===== config.mk =====
export PLATFORM = sky130hd
export DESIGN_NAME = cu_graph_edge_top
export DESIGN_NICKNAME = d
export VERILOG_FILES = /design/src/source/cu_pkg.sv /design/src/source/cu_edge_data_control.sv /design/src/source/cu_edge_job_control.sv /design/src/source/cu_graph_edge_top.sv /design/src/source/cu_read_arbiter.sv
export SDC_FILE = /design/constraint.sdc
export NUM_CORES = 1
export LEC_CHECK = 0
export ABC_AREA = 1
export BUFFER_PORTS_ARGS = -buffer_cell sky130_fd_sc_hd__clkbuf_2
export CORE_MARGIN = 1
export CORE_UTILIZATION = 45
export CTS_CLUSTER_DIAMETER = 200
export DETAILED_ROUTE_END_ITERATION = 16
export PLACE_DENSITY_LB_ADDON = 0.3
export SYNTH_ARGS = -nofsm -noshare
export SYNTH_HDL_FRONTEND = slang
export SYNTH_HIERARCHICAL = 1
export SYNTH_SLANG_ARGS = --single-unit

===== constraint.sdc =====
create_clock -name clock -period 2.6 [get_ports clock]
set_input_delay 0.26 -clock clock [delete_from_list [all_inputs] [get_ports clock]]
set_output_delay 0.26 -clock clock [all_outputs]
set_load 0.1 [all_outputs]

===== src/source/cu_pkg.sv =====
`default_nettype none

package cu_pkg;

	//////////////////////////////////////////////////
	// Widths
	//////////////////////////////////////////////////

	localparam int VERTEX_ID_BITS = 16;
	localparam int ADDR_BITS      = 16;
	localparam int DEGREE_BITS    = 8;
	localparam int DATA_BITS      = 32;
	localparam int WEIGHT_BITS    = 16;

	// Edge-entry reads allowed in flight at once
	localparam int EDGE_INFLIGHT_MAX = 4;
	localparam int INFLIGHT_BITS     = $clog2(EDGE_INFLIGHT_MAX + 1);

	// Jobs waiting for their destination data
	// Room for the in-flight edge reads that still land during a pause
	localparam int PENDING_DEPTH    = 2 * EDGE_INFLIGHT_MAX;
	localparam int PENDING_PTR_BITS = $clog2(PENDING_DEPTH);
	localparam int PENDING_CNT_BITS = $clog2(PENDING_DEPTH + 1);

	//////////////////////////////////////////////////
	// Types
	//////////////////////////////////////////////////

	// Response routing tag
	typedef enum logic {
		READ_EDGE = 1'b0,
		READ_DATA = 1'b1
	} read_kind_e;

	typedef struct packed {
		logic                      valid;
		logic [VERTEX_ID_BITS-1:0] vertex_id;
		logic [ADDR_BITS-1:0]      edge_base;
		logic [DEGREE_BITS-1:0]    out_degree;
	} vertex_job_t;

	// One edge array entry, exactly one memory word
	typedef struct packed {
		logic [VERTEX_ID_BITS-1:0] dest_id;
		logic [WEIGHT_BITS-1:0]    weight;
	} edge_entry_t;

	// Same word seen as an edge entry or as vertex data
	typedef union packed {
		edge_entry_t          entry;
		logic [DATA_BITS-1:0] raw;
	} mem_word_u;

	typedef struct packed {
		logic                 valid;
		read_kind_e           kind;
		logic [ADDR_BITS-1:0] address;
	} read_command_t;

	typedef struct packed {
		logic       valid;
		read_kind_e kind;
		mem_word_u  data;
	} read_response_t;

	typedef struct packed {
		logic                   valid;
		logic [DEGREE_BITS-1:0] edge_index;
		edge_entry_t            entry;
	} edge_job_t;

	typedef struct packed {
		logic                      valid;
		logic [VERTEX_ID_BITS-1:0] dest_id;
		logic [WEIGHT_BITS-1:0]    weight;
		logic [DATA_BITS-1:0]      dest_data;
	} edge_data_t;

endpackage

`default_nettype wire


===== src/source/cu_edge_data_control.sv =====
`timescale 1ns/1ps
`default_nettype none

module cu_edge_data_control (
	input  wire                               clock,
	input  wire                               rstn,
	input  wire                               enabled,
	input  wire cu_pkg::vertex_job_t          vertex_start,
	input  wire cu_pkg::edge_job_t            edge_job,
	output cu_pkg::read_command_t             data_command,
	input  wire cu_pkg::read_response_t       data_response,
	output cu_pkg::edge_data_t                edge_data,
	output logic [cu_pkg::DEGREE_BITS-1:0]    edge_job_counter_pulled,
	output logic                              vertex_done
);

	import cu_pkg::*;

	// Input register
	vertex_job_t vertex_latched;
	edge_job_t   edge_job_latched;

	// Pending queue
	edge_entry_t                 pending_mem [PENDING_DEPTH];
	logic [PENDING_PTR_BITS-1:0] wr_ptr;
	logic [PENDING_PTR_BITS-1:0] issue_ptr;
	logic [PENDING_PTR_BITS-1:0] rd_ptr;
	logic [PENDING_CNT_BITS-1:0] unissued;

	logic                   push_edge;
	logic [DEGREE_BITS-1:0] pulled_next;

	//////////////////////////////////////////////////
	// Input latch
	//////////////////////////////////////////////////

	// Always runs so reads already in flight still land
	always_ff @(posedge clock or negedge rstn) begin
		if (!rstn) begin
			vertex_latched   <= '0;
			edge_job_latched <= '0;
		end else begin
			vertex_latched   <= vertex_start;
			edge_job_latched <= edge_job;
		end
	end

	assign push_edge = edge_job_latched.valid;

	//////////////////////////////////////////////////
	// Destination data reads
	//////////////////////////////////////////////////

	// Never refused by the arbiter
	always_comb begin
		data_command.valid   = enabled & (unissued != '0);
		data_command.kind    = READ_DATA;
		data_command.address = pending_mem[issue_ptr].dest_id;
	end

	always_ff @(posedge clock) begin
		if (push_edge) begin
			pending_mem[wr_ptr] <= edge_job_latched.entry;
		end
	end

	always_ff @(posedge clock or negedge rstn) begin
		if (!rstn) begin
			wr_ptr    <= '0;
			issue_ptr <= '0;
			rd_ptr    <= '0;
			unissued  <= '0;
		end else begin
			if (push_edge) begin
				wr_ptr <= wr_ptr + 1'b1;
			end
			if (data_command.valid) begin
				issue_ptr <= issue_ptr + 1'b1;
			end
			// Responses pair with the oldest entry
			if (data_response.valid) begin
				rd_ptr <= rd_ptr + 1'b1;
			end
			case ({push_edge, data_command.valid})
				2'b10:   unissued <= unissued + 1'b1;
				2'b01:   unissued <= unissued - 1'b1;
				default: unissued <= unissued;
			endcase
		end
	end

	//////////////////////////////////////////////////
	// Edge data and vertex end
	//////////////////////////////////////////////////

	assign pulled_next = edge_job_counter_pulled + 1'b1;

	always_ff @(posedge clock or negedge rstn) begin
		if (!rstn) begin
			edge_data               <= '0;
			edge_job_counter_pulled <= '0;
			vertex_done             <= 1'b0;
		end else begin
			vertex_done               <= 1'b0;
			edge_data.valid           <= data_response.valid;
			edge_data.dest_id         <= pending_mem[rd_ptr].dest_id;
			edge_data.weight          <= pending_mem[rd_ptr].weight;
			edge_data.dest_data       <= data_response.data.raw;
			// Vertex with no edges ends at once
			if (vertex_latched.valid && vertex_latched.out_degree == '0) begin
				vertex_done <= 1'b1;
			end
			if (data_response.valid) begin
				if (pulled_next == vertex_latched.out_degree) begin
					edge_job_counter_pulled <= '0;
					vertex_done             <= 1'b1;
				end else begin
					edge_job_counter_pulled <= pulled_next;
				end
			end
		end
	end

endmodule

`default_nettype wire


===== src/source/cu_edge_job_control.sv =====
`timescale 1ns/1ps
`default_nettype none

module cu_edge_job_control (
	input  wire                         clock,
	input  wire                         rstn,
	input  wire                         enabled,
	input  wire cu_pkg::vertex_job_t    vertex_job,
	output logic                        vertex_busy,
	output cu_pkg::read_command_t       edge_command,
	input  wire                         edge_grant,
	input  wire cu_pkg::read_response_t edge_response,
	output cu_pkg::edge_job_t           edge_job,
	output cu_pkg::vertex_job_t         vertex_start,
	input  wire                         vertex_done
);

	import cu_pkg::*;

	// Accepted vertex, valid is a one-cycle start pulse
	vertex_job_t vertex_q;

	// Edge array walk
	logic [ADDR_BITS-1:0]     edge_addr;
	logic [DEGREE_BITS-1:0]   edges_left;
	logic [INFLIGHT_BITS-1:0] inflight;
	logic [DEGREE_BITS-1:0]   edge_index;

	logic accept;

	assign accept = enabled & vertex_job.valid & ~vertex_busy;

	//////////////////////////////////////////////////
	// Vertex acceptance
	//////////////////////////////////////////////////

	always_ff @(posedge clock or negedge rstn) begin
		if (!rstn) begin
			vertex_busy <= 1'b0;
			vertex_q    <= '0;
		end else begin
			vertex_q.valid <= 1'b0;
			if (accept) begin
				vertex_busy <= 1'b1;
				vertex_q    <= vertex_job;
			end else if (vertex_done) begin
				// Last edge data just left the unit
				vertex_busy <= 1'b0;
			end
		end
	end

	assign vertex_start = vertex_q;

	//////////////////////////////////////////////////
	// Edge-entry reads
	//////////////////////////////////////////////////

	// Held until the arbiter takes it
	always_comb begin
		edge_command.valid   = enabled & vertex_busy & (edges_left != '0)
			& (inflight < INFLIGHT_BITS'(EDGE_INFLIGHT_MAX));
		edge_command.kind    = READ_EDGE;
		edge_command.address = edge_addr;
	end

	// Address walk
	always_ff @(posedge clock) begin
		if (accept) begin
			edge_addr <= vertex_job.edge_base;
		end else if (edge_grant) begin
			edge_addr <= edge_addr + 1'b1;
		end
	end

	always_ff @(posedge clock or negedge rstn) begin
		if (!rstn) begin
			edges_left <= '0;
			inflight   <= '0;
		end else begin
			if (accept) begin
				edges_left <= vertex_job.out_degree;
			end else if (edge_grant) begin
				edges_left <= edges_left - 1'b1;
			end
			// Reads out, responses back
			case ({edge_grant, edge_response.valid})
				2'b10:   inflight <= inflight + 1'b1;
				2'b01:   inflight <= inflight - 1'b1;
				default: inflight <= inflight;
			endcase
		end
	end

	//////////////////////////////////////////////////
	// Edge jobs
	//////////////////////////////////////////////////

	always_ff @(posedge clock or negedge rstn) begin
		if (!rstn) begin
			edge_index <= '0;
			edge_job   <= '0;
		end else begin
			if (accept) begin
				edge_index <= '0;
			end else if (edge_response.valid) begin
				edge_index <= edge_index + 1'b1;
			end
			// Word decoded as an edge entry
			edge_job.valid      <= edge_response.valid;
			edge_job.edge_index <= edge_index;
			edge_job.entry      <= edge_response.data.entry;
		end
	end

endmodule

`default_nettype wire


===== src/source/cu_graph_edge_top.sv =====
`timescale 1ns/1ps
`default_nettype none

module cu_graph_edge_top (
	input  wire                         clock,
	input  wire                         rstn,
	input  wire                         enabled,
	input  wire cu_pkg::vertex_job_t    vertex_job,
	output logic                        vertex_busy,
	output cu_pkg::read_command_t       mem_command,
	input  wire cu_pkg::read_response_t mem_response,
	output cu_pkg::edge_data_t          edge_data,
	output logic                        vertex_done
);

	import cu_pkg::*;

	// Controller to arbiter
	read_command_t  edge_command;
	read_command_t  data_command;
	logic           edge_grant;
	read_response_t edge_response;
	read_response_t data_response;

	// Job control to data control
	edge_job_t   edge_job;
	vertex_job_t vertex_start;

	//////////////////////////////////////////////////
	// Shared read port
	//////////////////////////////////////////////////

	cu_read_arbiter u_read_arbiter (
		.clock         (clock),
		.rstn          (rstn),
		.enabled       (enabled),
		.edge_command  (edge_command),
		.data_command  (data_command),
		.edge_grant    (edge_grant),
		.mem_command   (mem_command),
		.mem_response  (mem_response),
		.edge_response (edge_response),
		.data_response (data_response)
	);

	//////////////////////////////////////////////////
	// Controllers
	//////////////////////////////////////////////////

	cu_edge_job_control u_edge_job_control (
		.clock         (clock),
		.rstn          (rstn),
		.enabled       (enabled),
		.vertex_job    (vertex_job),
		.vertex_busy   (vertex_busy),
		.edge_command  (edge_command),
		.edge_grant    (edge_grant),
		.edge_response (edge_response),
		.edge_job      (edge_job),
		.vertex_start  (vertex_start),
		.vertex_done   (vertex_done)
	);

	// Pulled count stays internal
	cu_edge_data_control u_edge_data_control (
		.clock                   (clock),
		.rstn                    (rstn),
		.enabled                 (enabled),
		.vertex_start            (vertex_start),
		.edge_job                (edge_job),
		.data_command            (data_command),
		.data_response           (data_response),
		.edge_data               (edge_data),
		.edge_job_counter_pulled (),
		.vertex_done             (vertex_done)
	);

endmodule

`default_nettype wire


===== src/source/cu_read_arbiter.sv =====
`timescale 1ns/1ps
`default_nettype none

module cu_read_arbiter (
	input  wire                    clock,
	input  wire                    rstn,
	input  wire                    enabled,
	input  wire cu_pkg::read_command_t  edge_command,
	input  wire cu_pkg::read_command_t  data_command,
	output logic                   edge_grant,
	output cu_pkg::read_command_t  mem_command,
	input  wire cu_pkg::read_response_t mem_response,
	output cu_pkg::read_response_t edge_response,
	output cu_pkg::read_response_t data_response
);

	import cu_pkg::*;

	// Command waiting on the memory port
	read_command_t command_q;

	//////////////////////////////////////////////////
	// Command side
	//////////////////////////////////////////////////

	// Data reads always win
	// Edge read goes only on a free slot
	assign edge_grant = enabled & edge_command.valid & ~data_command.valid;

	always_ff @(posedge clock or negedge rstn) begin
		if (!rstn) begin
			command_q <= '0;
		end else begin
			// Held while paused so a pending pulse is not lost
			if (enabled) begin
				if (data_command.valid) begin
					command_q <= data_command;
				end else begin
					// Valid low here when nothing asks
					command_q <= edge_command;
				end
			end
		end
	end

	// Hidden while paused, shown again on resume
	always_comb begin
		mem_command       = command_q;
		mem_command.valid = command_q.valid & enabled;
	end

	//////////////////////////////////////////////////
	// Response side
	//////////////////////////////////////////////////

	// In-order memory, kind bit picks the owner
	always_comb begin
		edge_response       = mem_response;
		edge_response.valid = mem_response.valid & (mem_response.kind == READ_EDGE);
		data_response       = mem_response;
		data_response.valid = mem_response.valid & (mem_response.kind == READ_DATA);
	end

endmodule

`default_nettype wire


==> flow_metrics.env <==
export IMPL_drtAntennaViolNets=0
export IMPL_holdPathEnd="u_edge_job_control/vertex_start[40]"
export IMPL_crit_fanout=5
export IMPL_fin_crit_ns=2.31
export IMPL_cts_max_level=2
export IMPL_routed_wl_um=44400
export IMPL_io_buffers=146
export IMPL_setup_tns_ns=0
export IMPL_final_cell_mix="272 x edfxtp_1, 263 x nand2_1, 202 x o21ai_0"
export IMPL_grt_max_degree=78
export IMPL_timing_rr_end="u_edge_job_control/inflight[2]"
export IMPL_min_path_type="primary input to register"
export IMPL_coreArea_mm2=0.0434
export IMPL_die_w_um=212
export IMPL_skew_ns=0.0189
export IMPL_synth_nets=1903
export IMPL_final_nets=2034
export IMPL_drive_gt1_frac=0.175
export IMPL_maxCapViolations=0
export IMPL_whs_ns=0.0889
export IMPL_post_route_period_util=0.889
export IMPL_syn_instance_count=1813
export IMPL_status="complete, no violations"
export IMPL_root_buffer="clkbuf_16"
export IMPL_grt_pass1_wl_um=70000
export IMPL_dieHeight_um=212
export IMPL_crit_type="register to register"
export IMPL_netlist_area_mm2=0.0199
export IMPL_globalRouteTotalUtil=0.201
export IMPL_numCtsBuffers=51
export IMPL_worstPathRequired_ns=3.06
export IMPL_cp_start_kind="register"
export IMPL_via_count=13300
export IMPL_antenna_found_initial=0
export IMPL_fin_util=0.531
export IMPL_grt_pass1_vias=13000
export IMPL_finalHoldViolations=0
export IMPL_leakage_nw=9.49
export IMPL_yosys_warnings=6
export IMPL_seq_area_mm2=0.0132
export IMPL_setup_viol=0
export IMPL_cts_tree="yes"
export IMPL_postSynthAreaPerCell_um2=11.0
export IMPL_clk_latency_ns=0.60
export IMPL_worst_r2r_path_depth=12
export IMPL_drt_iter0_drc=1133
export IMPL_gp_congestion=0.883
export IMPL_final_common_cell="edfxtp_1"
export IMPL_overflow=0
export IMPL_wl_per_cell_um=17.3
export IMPL_clk_path_buf_depth=3
export IMPL_syn_to_final_growth_pct=15.8
export IMPL_die_area_mm2=0.0451
export IMPL_r2r_slack_ns=0.29
export IMPL_rr_startpoint="u_edge_job_control/edges_left[0]"
export IMPL_cp_arrival_ns=2.78
export IMPL_fmax_mhz=433
export IMPL_setup_worst_path_end_class="register"
export IMPL_rsz0062_at_grt="false"
export IMPL_post_route_drc_count=0
export IMPL_tightest_slew_ns=0.670
export IMPL_power_total_mw=26.7
export IMPL_drv_slew=0
export IMPL_initial_core_util=0.459
export IMPL_fillCellCount=3797
export IMPL_hold_start="vertex_job[40]"
export IMPL_via_per_inst=5.15
export IMPL_hold_depth=3
export IMPL_hpwlAfterDp_um=26600
export IMPL_ir_drop_mv=0.815
export IMPL_clock_sinks=473
export IMPL_insertedDiodeCount=0
export IMPL_io_pins=163
export IMPL_multiInputGateArea_mm2=0.00511
export IMPL_rows=76
export IMPL_drt_pass1_iter_count=5
export IMPL_postCtsSetupBuffers=0
export IMPL_powerDensity_mw_per_mm2=1160
export IMPL_path_clk_slew_ns=0.06
export IMPL_slew_headroom=0.552
## flip-flops by register name, indices dropped and copies added (netlist names), 9 cells and up
| name | cells |
|---|---|
| u_edge_data_control/edge_data | 65 |
| u_edge_data_control/edge_job_latched | 32 |
| u_edge_data_control/pending_mem | 256 |
| u_edge_data_control/vertex_latched | 9 |
| u_edge_job_control/edge_addr | 16 |
| u_edge_job_control/edge_job | 33 |
| u_edge_job_control/vertex_start | 9 |
| u_read_arbiter/mem_command | 17 |
## per-stage QoR
step / instance area, um2 / worst slack (ns) / std cells
6_report: 23000 / 0.288 / 2572
4_1_cts: 23000 / 0.292 / 2572
3_5_place_dp: 20800 / 0.301 / 2417
3_3_place_gp: 20800 / 0.283 / 2417
2_1_floorplan: 19900 / 0.0439 / 1813
5_1_grt: 23000 / 0.00930 / 2572
## per-layer routing
metal | part of all wire | GRT usage | vias to the layer above
met5 | 0 | 0 | -
met4 | 0.032 | 0.0846 | 0
met3 | 0.065 | 0.0355 | 94
met2 | 0.46 | 0.320 | 434
met1 | 0.44 | 0.273 | 6392
li1 | - | - | 6334
## final cells by class
type                    count  share of cell area
flip-flops and latches    473               0.573
multi-input cells        1015               0.222
repair buffers            253              0.0788
clock buffers              76              0.0625
well taps                 585              0.0318
inverters                 150              0.0245
clock inverters            20             0.00744
## worst max path at each step
stage / cells after the start / start / to / slack (ns)
after floorplan: 3 / u_edge_data_control/push_edge / u_edge_data_control/pending_mem[0][0] / 0.04
after global placement: 11 / u_edge_job_control/edges_left[3] / u_edge_job_control/inflight[2] / 0.28
after detailed placement: 12 / u_edge_job_control/edges_left[0] / u_edge_job_control/inflight[2] / 0.30
after CTS: 12 / u_edge_job_control/edges_left[0] / u_edge_job_control/inflight[2] / 0.29
after global routing: 12 / u_edge_job_control/edges_left[0] / u_edge_job_control/inflight[2] / 0.009
final: 12 / u_edge_job_control/edges_left[0] / u_edge_job_control/inflight[2] / 0.29
## report_power, final
group          switching [mW]  internal, mW  total, mW
Combinational            7.38          2.49       9.88
Sequential              0.807          9.05       9.86
Clock                    2.91          4.04       6.95
## worst max-delay path, cell delays in order, from the launching register on
cell,delay (ns)
dfrtp_1,0.39
inv_1,0.14
ha_1,0.17
a41oi_1,0.18
nand2_1,0.10
nor2_1,0.05
inv_1,0.14
ha_1,0.16
inv_1,0.06
fa_1,0.37
a21oi_1,0.14
o21ai_0,0.12
xor2_1,0.16
## timing repair
item / 4_1_cts / 5_1_grt
endpoints found under the hold margin: 153 / 0
setup endpoints to repair: 0 / 1
resized for setup: 0 / 1
hold buffers: 59 / 0
Note: power is estimated with default switching activity, not from simulation.
